[src/source/clic_pkg.sv]
/*
  Shared sizes, types and APB address map of the CLIC slice.
  All RTL files refer to these through scoped names.
*/
package clic_pkg;

  // ----------------------------------------
  // Sizes
  // ----------------------------------------
  localparam int unsigned NumSrc  = 16;  // Interrupt sources
  localparam int unsigned IdWidth = 4;   // Bits of a source id
  localparam int unsigned XLen    = 32;  // Cause word width

  typedef logic [7:0]         level_t;   // Level or threshold
  typedef logic [IdWidth-1:0] irq_id_t;
  typedef logic [XLen-1:0]    cause_t;
  typedef logic [11:0]        addr_t;    // APB address
  typedef logic [31:0]        data_t;    // APB data

  // Privilege encoding as in the RISC-V spec, 2 is reserved
  typedef enum logic [1:0] {
    PrivU = 2'd0,
    PrivS = 2'd1,
    PrivM = 2'd3
  } priv_lvl_t;

  // ----------------------------------------
  // Bus and config structs
  // ----------------------------------------
  typedef struct packed {
    logic  psel;
    logic  penable;
    logic  pwrite;
    addr_t paddr;
    data_t pwdata;
  } apb_req_t;

  typedef struct packed {
    data_t prdata;
    logic  pready;
    logic  pslverr;
  } apb_rsp_t;

  typedef struct packed {
    logic      ie;     // Source enable
    priv_lvl_t priv;   // Target mode
    level_t    level;
  } src_cfg_t;

  // Hart state normally held in the CSR file
  typedef struct packed {
    priv_lvl_t priv_lvl;
    logic      sie;
    level_t    mintthresh;
    level_t    sintthresh;
    level_t    mil;         // mintstatus.mil
    level_t    sil;         // mintstatus.sil
  } hart_state_t;

  // Selected interrupt, arbiter output
  typedef struct packed {
    logic      valid;
    irq_id_t   id;
    level_t    level;
    priv_lvl_t priv;
  } clic_irq_t;

  // ----------------------------------------
  // Address map
  // ----------------------------------------
  localparam addr_t       SrcCfgBase   = 12'h000;
  localparam int unsigned SrcCfgStride = 4;       // One word per source
  localparam addr_t       HartPrivAddr = 12'h100; // priv 1:0, sie 8
  localparam addr_t       ThreshAddr   = 12'h104; // mintthresh 7:0, sintthresh 15:8
  localparam addr_t       StatusAddr   = 12'h108; // mil 7:0, sil 15:8

endpackage

[src/source/clic_arbiter.sv]
/*
  Picks the enabled, asserted source with the highest level and
  registers it. Lowest id wins a tie, valid drops with no candidate.
*/
`timescale 1ns/1ns

module clic_arbiter (
  input  logic                                     clk_i,
  input  logic                                     rst_ni,
  input  logic [clic_pkg::NumSrc-1:0]              irq_src_i,
  input  clic_pkg::src_cfg_t [clic_pkg::NumSrc-1:0] src_cfg_i,
  output clic_pkg::clic_irq_t                      sel_irq_o
);

  logic [clic_pkg::NumSrc-1:0] cand;  // Asserted and enabled
  clic_pkg::clic_irq_t sel_d, sel_q;

  // ----------------------------------------
  // Candidate mask
  // ----------------------------------------
  always_comb begin
    for (int unsigned i = 0; i < clic_pkg::NumSrc; i++) begin
      cand[i] = irq_src_i[i] & src_cfg_i[i].ie;
    end
  end

  // ----------------------------------------
  // Max-level search
  // ----------------------------------------
  // Ascending scan, strict compare keeps the lower id on equal levels
  always_comb begin
    sel_d = '0;
    for (int unsigned i = 0; i < clic_pkg::NumSrc; i++) begin
      if (cand[i] && (!sel_d.valid || (src_cfg_i[i].level > sel_d.level))) begin
        sel_d.valid = 1'b1;
        sel_d.id    = clic_pkg::irq_id_t'(i);
        sel_d.level = src_cfg_i[i].level;
        sel_d.priv  = src_cfg_i[i].priv;
      end
    end
  end

  // One cycle from source or config change to selection
  always_ff @(posedge clk_i or negedge rst_ni) begin
    if (!rst_ni) begin
      sel_q <= '0;
    end else begin
      sel_q <= sel_d;
    end
  end

  assign sel_irq_o = sel_q;

endmodule

[src/source/clic_irq_ctrl.sv]
/*
  Decides whether the selected interrupt is taken at the current
  privilege and thresholds, builds the cause word and answers
  kill requests from the pipeline.
*/
`timescale 1ns/1ns

module clic_irq_ctrl (
  input  logic                  clk_i,
  input  logic                  rst_ni,
  input  clic_pkg::hart_state_t hart_state_i,
  input  clic_pkg::clic_irq_t   sel_irq_i,
  input  logic                  irq_ready_i,  // Pipeline took the irq
  input  logic                  kill_req_i,
  output logic                  irq_req_o,
  output clic_pkg::priv_lvl_t   irq_priv_o,
  output clic_pkg::cause_t      irq_cause_o,
  output logic                  kill_ack_o
);

  clic_pkg::level_t m_thresh, s_thresh;  // Effective thresholds
  logic is_m_src, is_s_src;
  logic inflight_d, inflight_q;

  // ----------------------------------------
  // Trigger
  // ----------------------------------------
  // A running handler level masks like a threshold, take the larger
  assign m_thresh = (hart_state_i.mintthresh > hart_state_i.mil) ?
                    hart_state_i.mintthresh : hart_state_i.mil;
  assign s_thresh = (hart_state_i.sintthresh > hart_state_i.sil) ?
                    hart_state_i.sintthresh : hart_state_i.sil;

  assign is_m_src = sel_irq_i.valid && (sel_irq_i.priv == clic_pkg::PrivM);
  assign is_s_src = sel_irq_i.valid && (sel_irq_i.priv == clic_pkg::PrivS);  // Reserved 2 is neither

  always_comb begin
    irq_req_o = 1'b0;
    case (hart_state_i.priv_lvl)
      clic_pkg::PrivM: begin
        irq_req_o = is_m_src && (sel_irq_i.level > m_thresh);  // S sources masked
      end
      clic_pkg::PrivS: begin
        irq_req_o = is_m_src ||
                    (is_s_src && hart_state_i.sie && (sel_irq_i.level > s_thresh));
      end
      clic_pkg::PrivU: begin
        irq_req_o = is_m_src || (is_s_src && hart_state_i.sie);  // No U threshold
      end
      default: irq_req_o = 1'b0;  // Reserved hart mode takes nothing
    endcase
  end

  // ----------------------------------------
  // Cause packing
  // ----------------------------------------
  assign irq_cause_o = {1'b1,                                 // Interrupt flag
                        {(clic_pkg::XLen - 25){1'b0}},
                        sel_irq_i.level,                      // Bits 23:16
                        {(16 - clic_pkg::IdWidth){1'b0}},
                        sel_irq_i.id};

  assign irq_priv_o = sel_irq_i.priv;

  // ----------------------------------------
  // Kill control
  // ----------------------------------------
  // Ack only when the pipeline holds no irq and none is offered now
  assign kill_ack_o = kill_req_i & ~inflight_q & ~irq_req_o;

  // Set on a request not accepted at once, cleared by accept or kill
  assign inflight_d = inflight_q ? ~(irq_ready_i | kill_ack_o) : (irq_req_o & ~irq_ready_i);

  always_ff @(posedge clk_i or negedge rst_ni) begin
    if (!rst_ni) begin
      inflight_q <= 1'b0;
    end else begin
      inflight_q <= inflight_d;
    end
  end

endmodule

[src/source/clic_reg_bank.sv]
/*
  APB slave of the CLIC slice. Holds per-source config words and the
  hart state registers, no wait states, pslverr on unmapped addresses.
*/
`timescale 1ns/1ns

module clic_reg_bank (
  input  logic                                     clk_i,
  input  logic                                     rst_ni,
  input  clic_pkg::apb_req_t                       apb_req_i,
  output clic_pkg::apb_rsp_t                       apb_rsp_o,
  input  logic [clic_pkg::NumSrc-1:0]              irq_src_i,   // Raw source levels
  output clic_pkg::src_cfg_t [clic_pkg::NumSrc-1:0] src_cfg_o,
  output clic_pkg::hart_state_t                    hart_state_o
);

  logic access;                      // APB access phase
  logic wr_en;
  logic src_hit, priv_hit, thresh_hit, status_hit, hit;
  clic_pkg::addr_t   src_off;        // Offset into source window
  clic_pkg::irq_id_t src_idx;
  clic_pkg::data_t   rdata;

  clic_pkg::src_cfg_t [clic_pkg::NumSrc-1:0] cfg_q;
  clic_pkg::hart_state_t                     hart_q;

  // ----------------------------------------
  // Address decode
  // ----------------------------------------
  assign access  = apb_req_i.psel & apb_req_i.penable;
  assign src_off = apb_req_i.paddr - clic_pkg::SrcCfgBase;
  assign src_idx = src_off[clic_pkg::IdWidth+1:2];  // Word index

  assign src_hit    = (src_off < clic_pkg::NumSrc * clic_pkg::SrcCfgStride) &&
                      (src_off[1:0] == 2'b00);       // Aligned words only
  assign priv_hit   = (apb_req_i.paddr == clic_pkg::HartPrivAddr);
  assign thresh_hit = (apb_req_i.paddr == clic_pkg::ThreshAddr);
  assign status_hit = (apb_req_i.paddr == clic_pkg::StatusAddr);
  assign hit        = src_hit | priv_hit | thresh_hit | status_hit;

  assign wr_en = access & apb_req_i.pwrite & hit;  // Unmapped writes dropped

  // ----------------------------------------
  // Register storage
  // ----------------------------------------
  always_ff @(posedge clk_i or negedge rst_ni) begin
    if (!rst_ni) begin
      cfg_q  <= '0;
      hart_q <= '{priv_lvl: clic_pkg::PrivM, default: '0};  // Hart starts in M
    end else if (wr_en) begin
      if (src_hit) begin
        cfg_q[src_idx].ie    <= apb_req_i.pwdata[0];
        cfg_q[src_idx].priv  <= clic_pkg::priv_lvl_t'(apb_req_i.pwdata[9:8]); // 2 kept
        cfg_q[src_idx].level <= apb_req_i.pwdata[23:16];
      end
      if (priv_hit) begin
        hart_q.priv_lvl <= clic_pkg::priv_lvl_t'(apb_req_i.pwdata[1:0]);
        hart_q.sie      <= apb_req_i.pwdata[8];
      end
      if (thresh_hit) begin
        hart_q.mintthresh <= apb_req_i.pwdata[7:0];
        hart_q.sintthresh <= apb_req_i.pwdata[15:8];
      end
      if (status_hit) begin
        hart_q.mil <= apb_req_i.pwdata[7:0];
        hart_q.sil <= apb_req_i.pwdata[15:8];
      end
    end
  end

  // ----------------------------------------
  // Read path
  // ----------------------------------------
  always_comb begin
    rdata = '0;  // Unmapped reads return zero
    if (src_hit) begin
      rdata = {irq_src_i[src_idx],         // Raw input in bit 31
               7'b0,
               cfg_q[src_idx].level,
               6'b0,
               cfg_q[src_idx].priv,
               7'b0,
               cfg_q[src_idx].ie};
    end else if (priv_hit) begin
      rdata = {23'b0, hart_q.sie, 6'b0, hart_q.priv_lvl};
    end else if (thresh_hit) begin
      rdata = {16'b0, hart_q.sintthresh, hart_q.mintthresh};
    end else if (status_hit) begin
      rdata = {16'b0, hart_q.sil, hart_q.mil};
    end
  end

  assign apb_rsp_o.prdata  = rdata;
  assign apb_rsp_o.pready  = access;           // Never stalls
  assign apb_rsp_o.pslverr = access & ~hit;

  assign src_cfg_o    = cfg_q;
  assign hart_state_o = hart_q;

endmodule

[src/source/clic_top.sv]
/*
  CLIC slice top level. APB register bank feeds the source arbiter
  and the interrupt control block, which talks to the pipeline.
*/
`timescale 1ns/1ns

module clic_top (
  input  logic                        clk_i,
  input  logic                        rst_ni,
  input  clic_pkg::apb_req_t          apb_req_i,
  output clic_pkg::apb_rsp_t          apb_rsp_o,
  input  logic [clic_pkg::NumSrc-1:0] irq_src_i,    // Level-sensitive sources
  input  logic                        irq_ready_i,
  input  logic                        kill_req_i,
  output logic                        irq_req_o,
  output clic_pkg::priv_lvl_t         irq_priv_o,
  output clic_pkg::cause_t            irq_cause_o,
  output logic                        kill_ack_o
);

  clic_pkg::src_cfg_t [clic_pkg::NumSrc-1:0] src_cfg;     // Per-source config
  clic_pkg::hart_state_t                     hart_state;  // Mode and thresholds
  clic_pkg::clic_irq_t                       sel_irq;     // Registered winner

  // Config and hart state registers
  clic_reg_bank i_reg_bank (
    .clk_i        (clk_i),
    .rst_ni       (rst_ni),
    .apb_req_i    (apb_req_i),
    .apb_rsp_o    (apb_rsp_o),
    .irq_src_i    (irq_src_i),
    .src_cfg_o    (src_cfg),
    .hart_state_o (hart_state)
  );

  clic_arbiter i_arbiter (
    .clk_i     (clk_i),
    .rst_ni    (rst_ni),
    .irq_src_i (irq_src_i),
    .src_cfg_i (src_cfg),
    .sel_irq_o (sel_irq)
  );

  // Trigger, cause and kill handshake
  clic_irq_ctrl i_irq_ctrl (
    .clk_i        (clk_i),
    .rst_ni       (rst_ni),
    .hart_state_i (hart_state),
    .sel_irq_i    (sel_irq),
    .irq_ready_i  (irq_ready_i),
    .kill_req_i   (kill_req_i),
    .irq_req_o    (irq_req_o),
    .irq_priv_o   (irq_priv_o),
    .irq_cause_o  (irq_cause_o),
    .kill_ack_o   (kill_ack_o)
  );

endmodule
[config.mk]
export PLATFORM = sky130hd
export DESIGN_NAME = clic_top
export DESIGN_NICKNAME = d
export VERILOG_FILES = /design/src/source/clic_pkg.sv /design/src/source/clic_arbiter.sv /design/src/source/clic_irq_ctrl.sv /design/src/source/clic_reg_bank.sv /design/src/source/clic_top.sv
export SDC_FILE = /design/constraint.sdc
export NUM_CORES = 1
export LEC_CHECK = 0
export BUFFER_PORTS_ARGS = -buffer_cell sky130_fd_sc_hd__buf_4
export CAP_MARGIN = 15
export CORE_MARGIN = 2
export CORE_UTILIZATION = 57
export CTS_BUF_LIST = sky130_fd_sc_hd__clkbuf_2
export DETAILED_ROUTE_END_ITERATION = 8
export GPL_TIMING_DRIVEN = 0
export PLACE_DENSITY = 0.74
export SYNTH_ARGS = -nofsm -noshare
export SYNTH_HDL_FRONTEND = slang
export SYNTH_SLANG_ARGS = --single-unit
[constraint.sdc]
create_clock -name clk_i -period 65.7 [get_ports clk_i]
set_input_delay 9.855 -clock clk_i [delete_from_list [all_inputs] [get_ports clk_i]]
set_output_delay 9.855 -clock clk_i [all_outputs]
set_load 0.02 [all_outputs]
==> results of run 1 <==
-- synth_stat cells (all sizes together) (3+ instances only) --
library cell,instances,area (µm²)
a211o,3,26.3
a211oi,11,92.6
a21o,35,263
a21oi,90,454
a221oi,12,149
a22oi,15,113
a31o,3,26.3
a31oi,5,31.3
and2,11,68.8
and3,7,48.8
and4,5,43.8
buf,57,382
clkbuf,63,236
dfrtp,225,5630
ha,145,1810
inv,104,390
mux2,210,2360
mux2i,61,614
mux4,60,1350
nand2,121,454
nand2b,30,188
nand3,28,140
nand4,25,156
nor2,87,327
nor2b,28,175
nor3,17,85.1
nor3b,3,22.5
nor4,3,18.8
o2111ai,10,87.6
o211a,11,155
o211ai,24,194
o21a,20,150
o21ai,100,508
o21bai,4,30.0
o22ai,3,18.8
o311ai,3,51.3
o31ai,5,47.5
-- final timing paths --
kind / start / to / depth (start not counted)
max: irq_src_i[0] / i_arbiter.sel_irq_o[2]$_DFF_PN0_ / 153
min: i_irq_ctrl.inflight_q$_DFF_PN0_ / i_irq_ctrl.inflight_q$_DFF_PN0_ / 2
max reg2reg: i_reg_bank.src_cfg_o[10]$_DFFE_PN0P_ / i_arbiter.sel_irq_o[2]$_DFF_PN0_ / 152
min reg2reg: i_irq_ctrl.inflight_q$_DFF_PN0_ / i_irq_ctrl.inflight_q$_DFF_PN0_ / 2
max in group asynchronous: rst_ni / i_reg_bank.hart_state_o[34]$_DFFE_PN1P_ / 3
min in group asynchronous: rst_ni / i_reg_bank.src_cfg_o[3]$_DFFE_PN0P_ / 1
-- area by class of cell --
class | count | area, µm²
multi-input combinational | 1249 | 10600
fill | 2449 | 10600
sequential | 227 | 5680
timing repair buffer | 100 | 798
buffer | 120 | 618
clock buffer | 98 | 490
tap | 390 | 488
inverter | 104 | 390
clock inverter | 10 | 38.8
antenna | 1 | 2.50
-- state kept, by name (all words and copies together) (netlist names) --
signal and count:
i_reg_bank.src_cfg_o 176, i_reg_bank.hart_state_o 35, i_arbiter.sel_irq_o 15, i_irq_ctrl.inflight_q 1
-- power breakdown --
group / switching [mW] / total (mW) / internal [mW]
combinational: 0.0155 / 0.0247 / 0.00917
sequential: 0.000298 / 0.140 / 0.140
clock: 0.0616 / 0.100 / 0.0388
-- cell families after synthesis --
| family | count (synthesis) |
|---|---|
| and+or+nand+nor | 372 |
| AOI/OAI and AO/OA | 371 |
| muxes | 331 |
| DFF | 227 |
| buffers and inverters | 224 |
| adders and majority gates | 145 |
| xor gates and xnor gates | 3 |
| other | 2 |
-- metrics by stage --
step / utilization / instances / hold slack (ps) / instance area [µm²]
3_3_place_gp: 0.624 / 2186 / 473 / 18500
4_1_cts: 0.644 / 2297 / 518 / 19100
6_report: 0.644 / 2299 / 509 / 19100
3_5_place_dp: 0.626 / 2189 / 494 / 18600
2_1_floorplan: - / 1700 / 448 / 17300
5_1_grt: 0.644 / 2299 / 533 / 19100
-- worst max-delay path: cells and delay by family --
kind | cells | cell delay [ps]
AO/OA/AOI/OAI | 77 | 16890
multiplexers | 10 | 3520
buffers and inverters | 22 | 7160
AND/OR/NAND/NOR | 29 | 4330
adder cells (fa/ha/maj) | 15 | 4450
-- per-layer routing --
layer  vias to the layer above  routed length [µm]  global-route usage
met3                       121                4620              0.0675
li1                       6550                   -                   -
met1                      7102               21200               0.445
met4                         0                2090               0.132
met2                       705               23200               0.507
met5                         -                   0                   0
==> results.cfg, run 1 <==
[outcome]
status = finished clean

[global_route]
grt_max_degree = 104
grt_antenna_before_repair = 1
grt_first_pass_wirelength_um = 78800
grt_pass1_vias = 14100
grt-ovfl-total = 0
grt_use_total = 0.326

[drt]
drc = 0
first_iter_violations = 1381
viasPerCell = 6.30
wl_per_cell_um = 22.2
final_antenna_net_count = 0
num_vias = 14500
wl_um = 51100
dr.pass1.iters = 6

[critical_path]
reg2reg_slack_ps = 28760
required_ps = 66480
crit_arrival_ps = 46280
cp_slowest_cell = a211oi_1
path_max_fanout = 10
worstSetupStartpointType = input pin
critPathKind = in2reg
cpPeakStageDelay_ps = 870
cp-end-kind = flop

[job]
maxCapViolCount = 0

[floorplan]
initial_core_util = 0.580
row_count = 63
die_h_um = 178
dieArea_um2 = 31600
core-area_um2 = 29700
die_x_um = 178
io_pins = 137

[logic_synthesis]
ys_warn_count = 0
synthSimpleGateAreaFrac = 0.104
synth_fa_ha_area_frac = 0.105
synth.distinct_cells = 76
synth.area.mux_share = 0.251
synth-compound-area-share = 0.150
syn_area_um2 = 17200
syn_avg_cell_area_um2 = 10.3
ys_seq_area_frac = 0.330
synthArstFlopShare = 1.00
synth_edf_count = 0
postSynthRegisterBits = 227
syn_inst = 1675
synth_xor_area_frac = 0.00152
synth_top_family_by_area = multiplexers
yosys_most_used_dff = dfrtp_1

[placement]
gp_congestion = 0.943
post-place-ws_ps = 20180
io_buffers = 96
hpwl_um = 39300

[sta]
final.setup_skew_ps = 71.2
fin_setup_tns_ps = 0
fin_crit_ps = 45500
clock.fmax_mhz = 22.0
hold_viol = 0
final_max_slew_viol_count = 0
fin_ws_ps = 20200
max-slew-margin-rel = 0.270
tightest_slew_ps = 1090
finalSetupViolCount = 0
period_share = 0.692
rsz0062_at_grt = no

[clock_tree]
post-cts-setup-buffers = 0
cts_tree = done
clock-sinks = 227
ctsResizeCount = 0
holdBufCountCts = 0
cts_root_buffer = clkbuf_2
cts_max_level = 2
insertion_delay_ps = 930
cts_buffers = 60
clk_pin_slew_ps = 110
clockBufferDepth = 3

[power]
leakage_nw = 9.56
p_total_mw = 0.265
power_density_nw_per_um2 = 13.9
vdd_drop_max_uv = 11.3

[finish]
drive_above_1_share = 0.290
layout_commonest_cell = dfrtp_1
layout_common_cells = 225 x dfrtp_1, 210 x mux2_2, 145 x ha_1
areaGrowthSynthToFinish_pct = 11.1
fin_nets = 2074

[worst_hold_path]
hold_class = reg2reg
(Power assumes the default switching activity.)
==> run 2, diff against run 1 <==
--- a/config.mk
+++ b/config.mk
@@ -12,7 +12,7 @@
 export CTS_BUF_LIST = sky130_fd_sc_hd__clkbuf_2
 export DETAILED_ROUTE_END_ITERATION = 8
 export GPL_TIMING_DRIVEN = 0
-export PLACE_DENSITY = 0.74
+export PLACE_DENSITY = 0.77
 export SYNTH_ARGS = -nofsm -noshare
 export SYNTH_HDL_FRONTEND = slang
 export SYNTH_SLANG_ARGS = --single-unit
==> constraint.sdc (replaced) <==
create_clock -name clk_i -period 41.5 [get_ports clk_i]
set_input_delay 6.225 -clock clk_i [delete_from_list [all_inputs] [get_ports clk_i]]
set_output_delay 6.225 -clock clk_i [all_outputs]
set_load 0.02 [all_outputs]
==> run 2 against run 1 <==
  * Wire length hardly changed
  * Register-to-register slack worse by 22000 ps
  * Highest routed layer unchanged
  * Sequential share of layout area hardly changed
==> results.cfg, run 2 (synthesized netlist as in run 1, its figures left out) <==
[outcome]
status = finished clean

[floorplan]
core-area_um2 = 29700
dieArea_um2 = 31600
io_pins = 137
initial_core_util = 0.580
row_count = 63
die_x_um = 178
die_h_um = 178

[placement]
placed_cell_area_um2 = 18600
gp_congestion = 0.927
dp_cells = 2188
io_buffers = 96
hpwl_um = 39500

[finish]
instances_no_fill = 2300
num-fill-cells = 2466
layout_commonest_cell = dfrtp_1
areaGrowthSynthToFinish_pct = 11.3
largest_register_ffs = 176
drive_above_1_share = 0.293
layout_common_cells = 225 x dfrtp_1, 210 x mux2_2, 145 x ha_1
fin_nets = 2073
fin_area_um2 = 19200

[critical_path]
cpPeakStageDelay_ps = 500
reg2reg_depth = 152
critPathKind = in2reg
crit_arrival_ps = 40020
path_max_fanout = 10
required_ps = 42290
worstSetupStartpointType = input pin
cp-end-kind = flop
cp_slowest_cell = o31ai_1

[worst_hold_path]
hold_class = reg2reg
hold_depth = 2

[drt]
wl_um = 51100
final_antenna_net_count = 0
dr.pass1.iters = 7
first_iter_violations = 1318
num_vias = 14500
viasPerCell = 6.30
wl_per_cell_um = 22.2
drc = 0

[sta]
clock.fmax_mhz = 25.5
timing.hold.ws_ps = 508
period_share = 0.945
fin_setup_tns_ps = 0
hold_viol = 0
final_max_slew_viol_count = 0
rsz0062_at_grt = no
fin_crit_ps = 39230
finalSetupViolCount = 0
max-slew-margin-rel = 0.262
final.setup_skew_ps = 52.6
tightest_slew_ps = 1110

[global_route]
grt_use_total = 0.330
grt_pass1_vias = 14400
grt_first_pass_wirelength_um = 79800
grt_antenna_before_repair = 4
grt-ovfl-total = 0
grt_max_degree = 124

[power]
leakage_nw = 9.56
power_density_nw_per_um2 = 22.0
vdd_drop_max_uv = 14.6

[clock_tree]
cts_tree = done
cts_buffers = 60
cts_max_level = 2
cts_root_buffer = clkbuf_2
clockBufferDepth = 3
clk_pin_slew_ps = 110
insertion_delay_ps = 920
post-cts-setup-buffers = 0
holdBufCountCts = 0
clock-sinks = 227

[job]
maxCapViolCount = 0
[run 2: metrics by stage]
stage / worst slack (ps) / total power, mW / utilization
after floorplan: 5920 / 0.245 / -
after global placement: 70.9 / 0.263 / 0.624
after detailed placement: -323 / 0.264 / 0.625
after CTS: 542 / 0.425 / 0.644
after global routing: 63.1 / 0.440 / 0.645
final: 2270 / 0.423 / 0.645
[run 2: final timing paths]
kind | start | to | slack [ps]
max | irq_src_i[0] | i_arbiter.sel_irq_o[5]$_DFF_PN0_ | 2270
max in group asynchronous | rst_ni | i_reg_bank.hart_state_o[15]$_DFFE_PN0P_ | 34970
max reg2reg | i_reg_bank.src_cfg_o[10]$_DFFE_PN0P_ | i_arbiter.sel_irq_o[5]$_DFF_PN0_ | 7220
min | i_irq_ctrl.inflight_q$_DFF_PN0_ | i_irq_ctrl.inflight_q$_DFF_PN0_ | 510
min reg2reg | i_irq_ctrl.inflight_q$_DFF_PN0_ | i_irq_ctrl.inflight_q$_DFF_PN0_ | 510
min in group asynchronous | rst_ni | i_reg_bank.src_cfg_o[79]$_DFFE_PN0P_ | 5380
[run 2: cell type report]
class,instances,area [µm²],area share
plain buffers,120,628,0.0328
clock buffers,88,440,0.0230
flip-flops and latches,227,5680,0.296
multi-input cells,1249,10700,0.556
well taps,390,488,0.0254
inverters,104,390,0.0204
clock inverters,20,110,0.00574
diodes,3,7.51,0.000392
repair buffers,99,768,0.0401
[run 2: routing by layer]
layer / track usage / part of all wire
met1: 0.438 / 0.42
met2: 0.521 / 0.45
met3: 0.0735 / 0.089
met4: 0.137 / 0.041
met5: 0 / 0
[run 2: worst max-delay path, delay by kind of cell]
| family | cells | cell delay, ps |
|---|---|---|
| buffers and inverters | 22 | 5410 |
| and+or+nand+nor | 30 | 3770 |
| adders and majority gates | 15 | 4520 |
| muxes | 10 | 3370 |
| AOI/OAI and AO/OA | 76 | 16680 |
[run 2: timing repair]
item	CTS	global route
hold endpoints to repair	0	0
resized for setup	0	21
setup endpoints to repair	0	14
[run 2: power breakdown]
group          total (mW)  switching (mW)  internal (mW)
logic              0.0386          0.0244         0.0143
registers           0.222        0.000475          0.221
clock network       0.162          0.0988         0.0634
total               0.423           0.124          0.299
==> run 3, diff against run 2 <==
--- a/config.mk
+++ b/config.mk
@@ -15,4 +15,5 @@
 export PLACE_DENSITY = 0.77
 export SYNTH_ARGS = -nofsm -noshare
 export SYNTH_HDL_FRONTEND = slang
+export SYNTH_HIERARCHICAL = 1
 export SYNTH_SLANG_ARGS = --single-unit
==> run 3 against run 2 <==
  * First-iteration DRC count decreased by 1.7%
  * Final cell count decreased by 0.65%
  * Power increased by 6.3%
  * Critical path depth increased by 10
  * Sequential power about the same
  * Non-clock buffer count increased by 1
  * Sequential cell count unchanged
  * Count of clock-buffer cells in the layout increased by 1
  * Critical path type unchanged
  * Largest cell class unchanged
==> results.cfg, run 3 <==
[outcome]
status = finished clean

[drt]
drc = 0
wl_um = 51300
first_iter_violations = 1296
wl_per_cell_um = 22.5
final_antenna_net_count = 0
dr.pass1.iters = 7
viasPerCell = 6.38
num_vias = 14600

[sta]
timing.hold.ws_ps = 544
hold_viol = 0
rsz0062_at_grt = no
tightest_slew_ps = 1000
clock.fmax_mhz = 26.0
final.setup_skew_ps = 96.5
fin_setup_tns_ps = 0
finalSetupViolCount = 0
period_share = 0.929
final_max_slew_viol_count = 0
max-slew-margin-rel = 0.321
fin_crit_ps = 38530

[clock_tree]
insertion_delay_ps = 880
cts_root_buffer = clkbuf_2
clock-sinks = 227
holdBufCountCts = 0
clk_pin_slew_ps = 110
cts_max_level = 3
cts_tree = done
cts_buffers = 66
clockBufferDepth = 3

[floorplan]
initial_core_util = 0.577
die_h_um = 179
row_count = 64
dieArea_um2 = 32200
core-area_um2 = 30400
die_x_um = 179
io_pins = 137

[finish]
layout_commonest_cell = mux2_2
fin_nets = 2054
largest_register_ffs = 176
layout_common_cells = 236 x mux2_2, 225 x dfrtp_1, 145 x buf_4, 145 x ha_1
fin_area_um2 = 19600
instances_no_fill = 2285
final_util = 0.644
areaGrowthSynthToFinish_pct = 11.7
drive_above_1_share = 0.330

[global_route]
grt_use_total = 0.316
grt_antenna_before_repair = 3
grt_pass1_vias = 14400
grt-ovfl-total = 0
grt_max_degree = 110
grt_first_pass_wirelength_um = 80400

[power]
vdd_drop_max_uv = 15.1
power_frac_seq = 0.493
p_int_mw = 0.323
p_clk_frac = 0.432
p_comb_frac = 0.075
power_density_nw_per_um2 = 22.9
leakage_nw = 9.80
p_sw_frac = 0.282
power.switching_mw = 0.127

[placement]
dp_cells = 2171
hpwl_um = 39900
gp_congestion = 0.941
placed_cell_area_um2 = 18900
io_buffers = 96

[critical_path]
critPathKind = in2reg
worstSetupStartpointType = input pin
crit_top_cell = ha_1
required_ps = 42250
cp_slowest_cell = o311ai_0
startpoint = irq_src_i[0]
crit_arrival_ps = 39280
path_max_fanout = 14
cpPeakStageDelay_ps = 510
reg2reg_slack_ps = 7810
cp-end-kind = flop
r2r-start = i_reg_bank/src_cfg_o[10]$_DFFE_PN0P_

[logic_synthesis]
ys_top_cells_by_area = dfrtp_1 32%, mux2_2 15%, ha_1 10%
synth_top_cell_area_share = 0.321
yosys_most_used_dff = dfrtp_1
ys_warn_count = 6
synth_top_area_cell = dfrtp_1
ys_seq_area_frac = 0.324
synth_edf_count = 0
syn_avg_cell_area_um2 = 10.6
synthTopCellsByCount = 236 x mux2_2, 225 x dfrtp_1, 145 x ha_1, 108 x inv_1, 108 x nand2_1
synth.most_common_cell = mux2_2
postSynthRegisterBits = 227
syn_area_um2 = 17600
synth.distinct_cells = 95
syn_inst = 1653
synthArstFlopShare = 1.00

[job]
maxCapViolCount = 0

[worst_hold_path]
hp-start = i_reg_bank/src_cfg_o[68]$_DFFE_PN0P_
hold_class = reg2reg
-- run 3: changes by cell type after synthesis, sizes merged, moves of 13 or more --
cell / change
o21ai: -47
buf: +36
clkbuf: -33
mux2: +33
nor2: -26
nand2b: -20
a21oi: -18
a31oi: +13
o211ai: -13
-- run 3: path summary, 6_finish.rpt --
check,endpoint,cells after the start
worst max-delay path,i_arbiter/sel_irq_o[5]$_DFF_PN0_,163
worst min-delay path,i_reg_bank/src_cfg_o[68]$_DFFE_PN0P_,1
worst max register to register,i_arbiter/sel_irq_o[5]$_DFF_PN0_,162
worst min register to register,i_reg_bank/src_cfg_o[68]$_DFFE_PN0P_,1
max in group asynchronous,i_reg_bank/hart_state_o[5]$_DFFE_PN0P_,3
min in group asynchronous,i_reg_bank/src_cfg_o[90]$_DFFE_PN0P_,1
-- run 3: power by group through the flow --
stage	Combinational [mW]	Clock (mW)	Sequential [mW]
after floorplan	0.0161	0	0.226
after global placement	0.0323	0	0.226
after detailed placement	0.0335	0	0.226
after CTS	0.0336	0.198	0.222
after global routing	0.0361	0.209	0.222
final	0.0337	0.194	0.222
-- run 3: stage by stage --
| stage | power, mW | setup WS (ps) |
|---|---|---|
| 2_1_floorplan | 0.242 | 8320 |
| 3_3_place_gp | 0.258 | 2950 |
| 3_5_place_dp | 0.260 | 2350 |
| 4_1_cts | 0.453 | 3140 |
| 5_1_grt | 0.466 | 462 |
| 6_report | 0.449 | 2970 |
-- run 3: area by class of cell --
cell class	count	area, µm²
sequential	227	5680
buffer	122	718
inverter	108	405
antenna	2	5.00
clock buffer	89	445
fill	2421	10800
tap	396	495
multi-input combinational	1219	10800
timing repair buffer	98	783
clock inverter	24	234
-- run 3: cells by family (layout without fill, tap and decap cells) --
kind of cell | Yosys count | after routing | share of synthesized area
buf+inv | 231 | 441 | 0.0642
fa+ha+maj | 145 | 145 | 0.103
xor+xnor | 2 | 2 | 0.000998
simple gates | 348 | 348 | 0.103
compound gates | 330 | 330 | 0.138
flops | 227 | 227 | 0.324
mux | 367 | 367 | 0.266
other cells | 3 | 29 | 0.000642
-- run 3: critical path: cells and delay by family --
family          cells  cell delay [ps]
compound gates     73            14240
buf+inv            24             6130
simple gates       41             5750
fa+ha+maj          15             3980
mux                10             2890
-- run 3: routing by layer --
metal  vias to the layer above  GRT usage  share of wire
met1                      7206      0.420           0.41
met3                       125     0.0671          0.088
met5                         -          0        0.00023
li1                       6517          -              -
met2                       723      0.507           0.47
met4                         2      0.122          0.034
-- run 3: what timing repair did --
item                                    CTS  global route
resized for setup                         0             2
endpoints found under the setup margin    0            10
buffers inserted                          0             0
